`src/include/cpu_cfg.svh`:
```
`ifndef CPU_CFG_SVH
`define CPU_CFG_SVH

// data and address width
`define CPU_XLEN 32

// general registers, r0 reads as zero
`define CPU_NREGS 16

// first fetch address
`define CPU_RESET_PC 32'h0000_0000

`endif
```
`src/hw/cpu_pkg.sv`:
```
`default_nettype none

`include "cpu_cfg.svh"

package cpu_pkg;

  // instruction bits 31:28
  typedef enum logic [3:0] {
    OP_ADD  = 4'h0,
    OP_SUB  = 4'h1,
    OP_AND  = 4'h2,
    OP_OR   = 4'h3,
    OP_XOR  = 4'h4,
    OP_ADDI = 4'h5,
    OP_LDI  = 4'h6,
    OP_LD   = 4'h7,
    OP_ST   = 4'h8,
    OP_LDB  = 4'h9,
    OP_STB  = 4'ha,
    OP_BEQ  = 4'hb,
    OP_BNE  = 4'hc,
    OP_HALT = 4'hd
  } opcode_e;

  typedef enum logic [2:0] {ALU_ADD, ALU_SUB, ALU_AND, ALU_OR, ALU_XOR} alu_op_e;

  typedef enum logic [2:0] {S_FETCH, S_DECODE, S_EXEC, S_MEM, S_WB, S_HALT} state_e;

  typedef enum logic [1:0] {PC_HOLD, PC_NEXT, PC_REL} pc_sel_e;
  typedef enum logic {MAR_HOLD, MAR_ALU} mar_sel_e;
  typedef enum logic [1:0] {MDR_HOLD, MDR_BUS, MDR_B} mdr_sel_e;
  typedef enum logic [1:0] {REG_ALU, REG_MDR, REG_UVAL} reg_sel_e;
  typedef enum logic {ALU2_B, ALU2_SVAL} alu2_sel_e;

  typedef struct packed {
    pc_sel_e   pc_sel;
    mar_sel_e  mar_sel;
    mdr_sel_e  mdr_sel;
    reg_sel_e  reg_sel;
    alu2_sel_e alu2_sel;
    alu_op_e   alu_op;
    logic      ir_write;
    logic      a_write;
    logic      b_write;
    logic      ccr_write;
    logic      reg_write;
    logic      addr_mar; // address from MAR, else PC
    logic      byte_op;  // single lane access
  } ctrl_t;

  typedef struct packed {
    logic carry;
    logic negative;
    logic overflow;
    logic zero;
  } alu_flags_t;

  typedef struct packed {
    logic [`CPU_XLEN-1:0] adr;
    logic [`CPU_XLEN-1:0] dat;
    logic [3:0]           sel;
    logic                 we;
  } bus_req_t;

endpackage

`default_nettype wire

```
`src/hw/cpu_top.sv`:
```
`timescale 1ns/1ps
`default_nettype none

`include "cpu_cfg.svh"

module cpu_top (
  input  wire                  clk_i,
  input  wire                  rst_i,
  input  wire                  ack_i,
  input  wire [`CPU_XLEN-1:0]  dat_i,
  output logic [`CPU_XLEN-1:0] adr_o,
  output logic [`CPU_XLEN-1:0] dat_o,
  output logic [3:0]           sel_o,
  output logic                 cyc_o,
  output logic                 we_o,
  output logic                 halt_o
);

  cpu_pkg::ctrl_t      ctrl;
  cpu_pkg::opcode_e    opcode;
  cpu_pkg::alu_flags_t alu_flags;
  cpu_pkg::bus_req_t   dp_bus, bus_req;
  logic                zero, ctl_we;
  logic [3:0]          raddr1, raddr2, waddr;
  logic [`CPU_XLEN-1:0] wdata, rdata1, rdata2, alu_in1, alu_in2, alu_out;

  cpu_control u_control (
    .clk_i    (clk_i),
    .rst_i    (rst_i),
    .opcode_i (opcode),
    .zero_i   (zero),
    .ack_i    (ack_i),
    .ctrl_o   (ctrl),
    .cyc_o    (cyc_o),
    .we_o     (ctl_we),
    .halt_o   (halt_o)
  );

  cpu_datapath u_datapath (
    .clk_i       (clk_i),
    .rst_i       (rst_i),
    .ctrl_i      (ctrl),
    .dat_i       (dat_i),
    .ack_i       (ack_i),
    .opcode_o    (opcode),
    .zero_o      (zero),
    .bus_o       (dp_bus),
    .raddr1_o    (raddr1),
    .raddr2_o    (raddr2),
    .waddr_o     (waddr),
    .wdata_o     (wdata),
    .rdata1_i    (rdata1),
    .rdata2_i    (rdata2),
    .alu_in1_o   (alu_in1),
    .alu_in2_o   (alu_in2),
    .alu_out_i   (alu_out),
    .alu_flags_i (alu_flags)
  );

  cpu_alu u_alu (
    .in1_i   (alu_in1),
    .in2_i   (alu_in2),
    .op_i    (ctrl.alu_op),
    .out_o   (alu_out),
    .flags_o (alu_flags)
  );

  cpu_regfile u_regfile (
    .clk_i    (clk_i),
    .rst_i    (rst_i),
    .raddr1_i (raddr1),
    .raddr2_i (raddr2),
    .waddr_i  (waddr),
    .wdata_i  (wdata),
    .we_i     (ctrl.reg_write),
    .rdata1_o (rdata1),
    .rdata2_o (rdata2)
  );

  // request = datapath address/data/lanes + control write strobe
  assign bus_req = '{adr: dp_bus.adr, dat: dp_bus.dat, sel: dp_bus.sel, we: ctl_we};

  assign adr_o = bus_req.adr;
  assign dat_o = bus_req.dat;
  assign sel_o = bus_req.sel;
  assign we_o  = bus_req.we;

endmodule

`default_nettype wire

```
`src/hw/cpu_datapath.sv`:
```
`timescale 1ns/1ps
`default_nettype none

`include "cpu_cfg.svh"

module cpu_datapath (
  input  wire                   clk_i,
  input  wire                   rst_i,
  input  wire cpu_pkg::ctrl_t   ctrl_i,
  input  wire [`CPU_XLEN-1:0]   dat_i,
  input  wire                   ack_i,
  output cpu_pkg::opcode_e      opcode_o,
  output logic                  zero_o,
  output cpu_pkg::bus_req_t     bus_o,
  output logic [3:0]            raddr1_o,
  output logic [3:0]            raddr2_o,
  output logic [3:0]            waddr_o,
  output logic [`CPU_XLEN-1:0]  wdata_o,
  input  wire [`CPU_XLEN-1:0]   rdata1_i,
  input  wire [`CPU_XLEN-1:0]   rdata2_i,
  output logic [`CPU_XLEN-1:0]  alu_in1_o,
  output logic [`CPU_XLEN-1:0]  alu_in2_o,
  input  wire [`CPU_XLEN-1:0]   alu_out_i,
  input  wire cpu_pkg::alu_flags_t alu_flags_i
);

  logic [`CPU_XLEN-1:0] pc, ir, mar, mdr, a, b;
  cpu_pkg::alu_flags_t  ccr;

  logic [`CPU_XLEN-1:0] sval, uval, pc_rel, adr, ld_data;
  logic [7:0]           ld_byte;
  logic [1:0]           lane;

  // instruction fields
  assign opcode_o = cpu_pkg::opcode_e'(ir[31:28]);
  assign waddr_o  = ir[27:24];
  assign raddr1_o = ir[23:20];
  assign raddr2_o = ir[19:16];
  assign zero_o   = ccr.zero;

  assign sval = {{(`CPU_XLEN-16){ir[15]}}, ir[15:0]};
  assign uval = {{(`CPU_XLEN-16){1'b0}}, ir[15:0]};

  // pc already advanced past the branch, so this is pc + 4 + imm*4
  assign pc_rel = pc + {sval[`CPU_XLEN-3:0], 2'b00};

  // bus side
  assign adr  = ctrl_i.addr_mar ? mar : pc;
  assign lane = adr[1:0];

  always_comb begin
    bus_o.adr = adr;
    bus_o.we  = 1'b0; // write strobe comes from control, merged in top
    if (ctrl_i.byte_op) begin
      bus_o.sel = 4'b0001 << lane;
      bus_o.dat = {(`CPU_XLEN/8){mdr[7:0]}}; // same byte on every lane
    end else begin
      bus_o.sel = 4'b1111;
      bus_o.dat = mdr;
    end
  end

  assign ld_byte = dat_i[8*lane +: 8];
  assign ld_data = ctrl_i.byte_op ? {{(`CPU_XLEN-8){1'b0}}, ld_byte} : dat_i;

  // alu operands
  assign alu_in1_o = a;
  assign alu_in2_o = (ctrl_i.alu2_sel == cpu_pkg::ALU2_SVAL) ? sval : b;

  always_comb begin
    case (ctrl_i.reg_sel)
      cpu_pkg::REG_MDR:  wdata_o = mdr;
      cpu_pkg::REG_UVAL: wdata_o = uval; // no sign ext
      default:           wdata_o = alu_out_i;
    endcase
  end

  always_ff @(posedge clk_i or posedge rst_i) begin
    if (rst_i) begin
      pc  <= `CPU_RESET_PC;
      ir  <= '0;
      ccr <= '0;
    end else begin
      case (ctrl_i.pc_sel)
        cpu_pkg::PC_NEXT: pc <= pc + `CPU_XLEN'd4;
        cpu_pkg::PC_REL:  pc <= pc_rel;
        default:          pc <= pc;
      endcase
      if (ctrl_i.ir_write && ack_i) ir <= dat_i;
      if (ctrl_i.ccr_write) ccr <= alu_flags_i;
    end
  end

  always_ff @(posedge clk_i) begin
    if (ctrl_i.mar_sel == cpu_pkg::MAR_ALU) mar <= alu_out_i;
    case (ctrl_i.mdr_sel)
      cpu_pkg::MDR_BUS: begin
        if (ack_i) mdr <= ld_data;
      end
      cpu_pkg::MDR_B:   mdr <= b;
      default:          mdr <= mdr;
    endcase
    if (ctrl_i.a_write) a <= rdata1_i;
    if (ctrl_i.b_write) b <= rdata2_i;
  end

endmodule

`default_nettype wire

```
`src/hw/cpu_control.sv`:
```
`timescale 1ns/1ps
`default_nettype none

module cpu_control (
  input  wire                   clk_i,
  input  wire                   rst_i,
  input  wire cpu_pkg::opcode_e opcode_i,
  input  wire                   zero_i,
  input  wire                   ack_i,
  output cpu_pkg::ctrl_t        ctrl_o,
  output logic                  cyc_o,
  output logic                  we_o,
  output logic                  halt_o
);

  cpu_pkg::state_e state, state_d;
  logic            cyc_d, we_d;
  logic            done; // bus transfer completes this edge
  logic            is_load, is_store, is_byte, is_branch, is_reg, is_valid, taken;

  assign done = cyc_o && ack_i;

  always_comb begin
    is_load   = (opcode_i == cpu_pkg::OP_LD) || (opcode_i == cpu_pkg::OP_LDB);
    is_store  = (opcode_i == cpu_pkg::OP_ST) || (opcode_i == cpu_pkg::OP_STB);
    is_byte   = (opcode_i == cpu_pkg::OP_LDB) || (opcode_i == cpu_pkg::OP_STB);
    is_branch = (opcode_i == cpu_pkg::OP_BEQ) || (opcode_i == cpu_pkg::OP_BNE);
    is_reg    = (opcode_i <= cpu_pkg::OP_XOR);
    is_valid  = (opcode_i < cpu_pkg::OP_HALT);
    taken     = (opcode_i == cpu_pkg::OP_BEQ) ? zero_i : !zero_i;
  end

  // next state
  always_comb begin
    state_d = state;
    case (state)
      cpu_pkg::S_FETCH: begin
        if (done) state_d = cpu_pkg::S_DECODE;
      end
      cpu_pkg::S_DECODE: state_d = is_valid ? cpu_pkg::S_EXEC : cpu_pkg::S_HALT;
      cpu_pkg::S_EXEC: begin
        if (is_branch) begin
          state_d = cpu_pkg::S_FETCH;
        end else if (is_load || is_store) begin
          state_d = cpu_pkg::S_MEM;
        end else begin
          state_d = cpu_pkg::S_WB;
        end
      end
      cpu_pkg::S_MEM: begin
        if (done) state_d = is_load ? cpu_pkg::S_WB : cpu_pkg::S_FETCH;
      end
      cpu_pkg::S_WB:   state_d = cpu_pkg::S_FETCH;
      cpu_pkg::S_HALT: state_d = cpu_pkg::S_HALT;
      default:         state_d = cpu_pkg::S_FETCH;
    endcase
  end

  // strobes are registered; a finished transfer always drops cyc for a cycle
  assign cyc_d = ((state_d == cpu_pkg::S_FETCH) || (state_d == cpu_pkg::S_MEM)) && !done;
  assign we_d  = cyc_d && (state_d == cpu_pkg::S_MEM) && is_store;

  always_ff @(posedge clk_i or posedge rst_i) begin
    if (rst_i) begin
      state <= cpu_pkg::S_FETCH;
      cyc_o <= 1'b0;
      we_o  <= 1'b0;
    end else begin
      state <= state_d;
      cyc_o <= cyc_d;
      we_o  <= we_d;
    end
  end

  assign halt_o = (state == cpu_pkg::S_HALT);

  // datapath controls
  always_comb begin
    ctrl_o = '0;
    // alu setup held through exec and wb
    case (opcode_i)
      cpu_pkg::OP_SUB: ctrl_o.alu_op = cpu_pkg::ALU_SUB;
      cpu_pkg::OP_AND: ctrl_o.alu_op = cpu_pkg::ALU_AND;
      cpu_pkg::OP_OR:  ctrl_o.alu_op = cpu_pkg::ALU_OR;
      cpu_pkg::OP_XOR: ctrl_o.alu_op = cpu_pkg::ALU_XOR;
      default:         ctrl_o.alu_op = cpu_pkg::ALU_ADD;
    endcase
    ctrl_o.alu2_sel = is_reg ? cpu_pkg::ALU2_B : cpu_pkg::ALU2_SVAL;

    case (state)
      cpu_pkg::S_FETCH: begin
        ctrl_o.ir_write = 1'b1;
        ctrl_o.pc_sel   = done ? cpu_pkg::PC_NEXT : cpu_pkg::PC_HOLD;
      end
      cpu_pkg::S_DECODE: begin
        ctrl_o.a_write = 1'b1;
        ctrl_o.b_write = 1'b1;
      end
      cpu_pkg::S_EXEC: begin
        if (is_branch && taken) ctrl_o.pc_sel = cpu_pkg::PC_REL;
        if (is_load || is_store) ctrl_o.mar_sel = cpu_pkg::MAR_ALU;
        if (is_store) ctrl_o.mdr_sel = cpu_pkg::MDR_B;
        // flags only from real alu ops
        ctrl_o.ccr_write = is_reg || (opcode_i == cpu_pkg::OP_ADDI);
      end
      cpu_pkg::S_MEM: begin
        ctrl_o.addr_mar = 1'b1;
        ctrl_o.byte_op  = is_byte;
        if (is_load) ctrl_o.mdr_sel = cpu_pkg::MDR_BUS;
      end
      cpu_pkg::S_WB: begin
        ctrl_o.reg_write = 1'b1;
        if (is_load) begin
          ctrl_o.reg_sel = cpu_pkg::REG_MDR;
        end else if (opcode_i == cpu_pkg::OP_LDI) begin
          ctrl_o.reg_sel = cpu_pkg::REG_UVAL;
        end else begin
          ctrl_o.reg_sel = cpu_pkg::REG_ALU;
        end
      end
      default: ; // halt, nothing moves
    endcase
  end

endmodule

`default_nettype wire

```
`src/hw/cpu_regfile.sv`:
```
`timescale 1ns/1ps
`default_nettype none

`include "cpu_cfg.svh"

module cpu_regfile (
  input  wire                 clk_i,
  input  wire                 rst_i,
  input  wire [3:0]           raddr1_i,
  input  wire [3:0]           raddr2_i,
  input  wire [3:0]           waddr_i,
  input  wire [`CPU_XLEN-1:0] wdata_i,
  input  wire                 we_i,
  output logic [`CPU_XLEN-1:0] rdata1_o,
  output logic [`CPU_XLEN-1:0] rdata2_o
);

  logic [`CPU_XLEN-1:0] regs [`CPU_NREGS];

  always_ff @(posedge clk_i or posedge rst_i) begin
    if (rst_i) begin
      for (int i = 0; i < `CPU_NREGS; i++) begin
        regs[i] <= '0;
      end
    end else if (we_i && (waddr_i != 4'd0)) begin
      regs[waddr_i] <= wdata_i;
    end
  end

  // r0 hardwired
  assign rdata1_o = (raddr1_i == 4'd0) ? '0 : regs[raddr1_i];
  assign rdata2_o = (raddr2_i == 4'd0) ? '0 : regs[raddr2_i];

endmodule

`default_nettype wire

```
`src/hw/cpu_alu.sv`:
```
`timescale 1ns/1ps
`default_nettype none

`include "cpu_cfg.svh"

module cpu_alu (
  input  wire [`CPU_XLEN-1:0] in1_i,
  input  wire [`CPU_XLEN-1:0] in2_i,
  input  wire cpu_pkg::alu_op_e op_i,
  output logic [`CPU_XLEN-1:0] out_o,
  output cpu_pkg::alu_flags_t flags_o
);

  localparam int MSB = `CPU_XLEN - 1;

  logic [`CPU_XLEN:0] res; // extra bit is carry out / borrow
  logic               ovf;

  always_comb begin
    ovf = 1'b0;
    case (op_i)
      cpu_pkg::ALU_ADD: begin
        res = {1'b0, in1_i} + {1'b0, in2_i};
        ovf = (in1_i[MSB] == in2_i[MSB]) && (res[MSB] != in1_i[MSB]);
      end
      cpu_pkg::ALU_SUB: begin
        res = {1'b0, in1_i} - {1'b0, in2_i};
        ovf = (in1_i[MSB] != in2_i[MSB]) && (res[MSB] != in1_i[MSB]);
      end
      cpu_pkg::ALU_AND: res = {1'b0, in1_i & in2_i};
      cpu_pkg::ALU_OR:  res = {1'b0, in1_i | in2_i};
      cpu_pkg::ALU_XOR: res = {1'b0, in1_i ^ in2_i};
      default:          res = {1'b0, in1_i};
    endcase
  end

  assign out_o = res[MSB:0];

  always_comb begin
    flags_o.carry    = res[`CPU_XLEN];
    flags_o.negative = res[MSB];
    flags_o.overflow = ovf;
    flags_o.zero     = (res[MSB:0] == '0);
  end

endmodule

`default_nettype wire

```
`config.mk`:
```
export PLATFORM = sky130hd
export DESIGN_NAME = cpu_top
export DESIGN_NICKNAME = d
export VERILOG_FILES = /design/src/hw/cpu_pkg.sv /design/src/hw/cpu_top.sv /design/src/hw/cpu_datapath.sv /design/src/hw/cpu_control.sv /design/src/hw/cpu_regfile.sv /design/src/hw/cpu_alu.sv
export VERILOG_INCLUDE_DIRS = /design/src /design/src/include
export SDC_FILE = /design/constraint.sdc
export NUM_CORES = 2
export LEC_CHECK = 0
export BUFFER_PORTS_ARGS = -buffer_cell sky130_fd_sc_hd__buf_4
export CAP_MARGIN = 20
export CORE_AREA = 4 4 271 273
export DETAILED_ROUTE_END_ITERATION = 12
export DIE_AREA = 0 0 275 277
export HOLD_SLACK_MARGIN = 0.06
export PLACE_DENSITY = 0.74
export SLEW_MARGIN = 20
export SYNTH_ARGS = -nofsm -noshare
export SYNTH_HDL_FRONTEND = slang
export SYNTH_SLANG_ARGS = --single-unit
```
`constraint.sdc`:
```
create_clock -name clk_i -period 21.9 [get_ports clk_i]
set_input_delay 6.57 -clock clk_i [delete_from_list [all_inputs] [get_ports clk_i]]
set_output_delay 6.57 -clock clk_i [all_outputs]
set_load 0.01 [all_outputs]
```
==> impl_metrics.tcl <==
set metrics [dict create \
    yosys_warnings 0 \
    cts_tree "yes" \
    slew_headroom 0.224 \
    num-nets-final 3840 \
    period_needed_ps 10640 \
    gr-total-overflow 0 \
    status "completed" \
    final_cell_area_um2 44300 \
    cp.required_ps 22390 \
    finalSetupTns_ps 0 \
    finalWorstSetupSlack_ps 11260 \
    setup_viol_count_final 0 \
    dr.first_iter.drc_count 3577 \
    synth_top_area_cell "dfrtp_1" \
    hold_path.class "flop to flop" \
    cp_slowest_cell "o21ai_0" \
    drive_above_1_share 0.197 \
    synthToLayoutAreaGrowth_pct 10.5 \
    slew_viol_final 0 \
    die_w_um 275 \
    grt_pass1_wl_um 182000 \
    grt_max_degree 179 \
    yosysMostFrequentCell "dfrtp_1" \
    reg2reg_slack_ps 13940 \
    firstDrtPassIters 6 \
    worstSetupPathType "input pin to flop" \
    r2r_start "u_datapath.ir[31]" \
    cts_hold_buf 0 \
    cp_data_arrival_time_ps 11130 \
    cp-start-kind "input pin" \
    core_area_um2 71100 \
    route.vias.total 30700 \
    hp-start "u_regfile.regs[484]" \
    row_count 98 \
    slowest_delay_ps 550 \
    place.gp.congestion 1.01 \
    syn_nets 3891 \
    async_reset_ff_frac 0.819 \
    dpl_worst_slack_ps 10680 \
    remaining_drc_errors 0 \
    grt_usage 0.313 \
    finalCritPeriodShare 0.486 \
    ant_nets 0 \
    maxCapViolations 0 \
    cp-end-kind "flop" \
    avgSynthCellArea_um2 10.7 \
    die_h_um 277 \
    hold_viol 0 \
    clock_path_buffers 3 \
    clkLatencyLatePin_ps 640 \
    yosysTopAreaCellShare 0.362 \
    hpwl_um 73600 \
    clock_skew_ps 46.0 \
    ff2ff_path_depth 23 \
    grt_pass1_vias 30000 \
    syn_area_um2 40100 \
    yosysSeqAreaShare 0.458 \
    worst-path-stages 18 \
    avgRoutedWirePerCell_um 25.3 \
    critPathBufInv 3 \
    yosys.area_share.adder 0.0397 \
    synth_top_family_by_area "multiplexers" \
    antenna_found_initial 4 \
    netlist_top_cells_area "dfrtp_1, mux4_2, edfxtp_1, nand2_1, o21ai_0" \
    clkTransAtPathRegs_ps 60 \
    cts_sinks 708 \
    dpl_cell_area_um2 41600 \
    portBuffers 105 \
    r2r_end "u_regfile.regs[95]" \
    critical_path.top_delay_family "compound AO/OA/AOI/OAI gates" \
    htree_levels 3 \
    path_cells "buf_4 -> inv_1 -> nor4_2 -> buf_4 -> nand2_1 -> ha_1 -> and2_1 -> ha_1 -> nor2b_1 -> o21ai_0 -> a211oi_1 -> o21ai_0 -> o22ai_1 -> o211a_1 -> or3_1 -> a21oi_1 -> xnor2_1 -> mux2_2" \
    min_path_cells 0 \
    ctsResizeCount 0 \
    cts_root_buf "clkbuf_16" \
    cts-buffers-inserted 76 \
    synthXorXnorAreaFrac 0.0160 \
    cts_setup_buffers 0 \
    fmaxAchievable_mhz 94.0 \
    ys_ff_latch 708 \
    wl_um 119000 \
    synth_ff_type "dfrtp_1" \
    worstHoldEndpoint "u_regfile.regs[484]" \
    die_area_um2 76200 \
    synthSimpleGateAreaFrac 0.124 \
    synthMuxAreaShare 0.195 \
    synth_cells 3730 \
    synth_compound_area_frac 0.127 \
    path_max_fanout 34 \
    yosys-top-cells-count "dfrtp_1, nand2_1, o21ai_0" \
    worst_pin_slew_ps 1160 \
    synth_edf_count 128 \
    num_io_pins 106 \
    synthDistinctLibCells 81 \
    routed_via_density 6.53 \
    start_util 0.564 \
    rsz0062_at_grt "no" \
]
-- per-stage QoR --
step | instances | util | hold WS, ps
final | 4694 | 0.623 | 390
after floorplan | 3730 | - | 441
after global routing | 4692 | 0.623 | 407
after global placement | 4547 | 0.585 | 376
after detailed placement | 4549 | 0.586 | 382
after CTS | 4690 | 0.622 | 396
-- cells in the final DEF, fill, tap and decap left out, types with 43 or more instances in the layout --
cell       synthesis  final
xnor2_1           54     54
edfxtp_1         128    128
ha_1             124    124
mux2_2            43     43
nand2_1          550    543
buf_4              8    181
a21oi_1          326    325
mux4_2           320    320
o21ai_0          365    363
nor2_1           331    323
inv_1             92     91
clkbuf_16          0     79
dfrtp_1          580    572
nor2b_1           80     80
-- final cells by class --
cell class / count / area, µm²
diodes: 2 / 5.00
clock buffers: 106 / 2220
clock inverters: 35 / 383
fillers: 5487 / 26800
inverters: 97 / 368
multi-input cells: 2608 / 20300
flip-flops and latches: 708 / 18400
well taps: 950 / 1190
repair buffers: 188 / 1500
-- how the worst max path moves through the flow --
stage / to / from
floorplan: u_control.cyc_o / rst_i
global placement: u_datapath.pc[28] / ack_i
detailed placement: u_datapath.pc[28] / ack_i
CTS: u_datapath.pc[28] / ack_i
global route: u_datapath.pc[28] / ack_i
finish: u_datapath.pc[28] / ack_i
-- registers in the layout (all words and copies together) (netlist names) --
register,count
u_datapath.ir,32
u_datapath.b,32
u_regfile.regs,512
u_datapath.mar,32
u_datapath.mdr,32
u_datapath.pc,30
u_control.we_o,1
u_datapath.alu_in1_o,32
u_datapath.zero_o,1
u_control.state,3
u_control.cyc_o,1
-- per-layer routing --
| metal | track usage | routed length [µm] | vias up |
|---|---|---|---|
| met5 | 0 | 0 | - |
| met4 | 0.146 | 6330 | 0 |
| met3 | 0.0613 | 12300 | 366 |
| met2 | 0.483 | 54700 | 1706 |
| met1 | 0.435 | 45600 | 15200 |
| li1 | - | - | 13400 |
-- kinds of logic (layout without fill, tap and decap cells) --
group	Yosys count	count (layout)
AO/OA/AOI/OAI	894	894
multiplexers	377	377
other	0	2
AND/OR/NAND/NOR	1138	1138
adder cells (fa/ha/maj)	126	126
buffers and inverters	414	426
flip-flops	708	708
XOR/XNOR	73	73
Power is not shown: default switching activity piles up to over one toggle a cycle in this logic, so the estimate is an artifact.
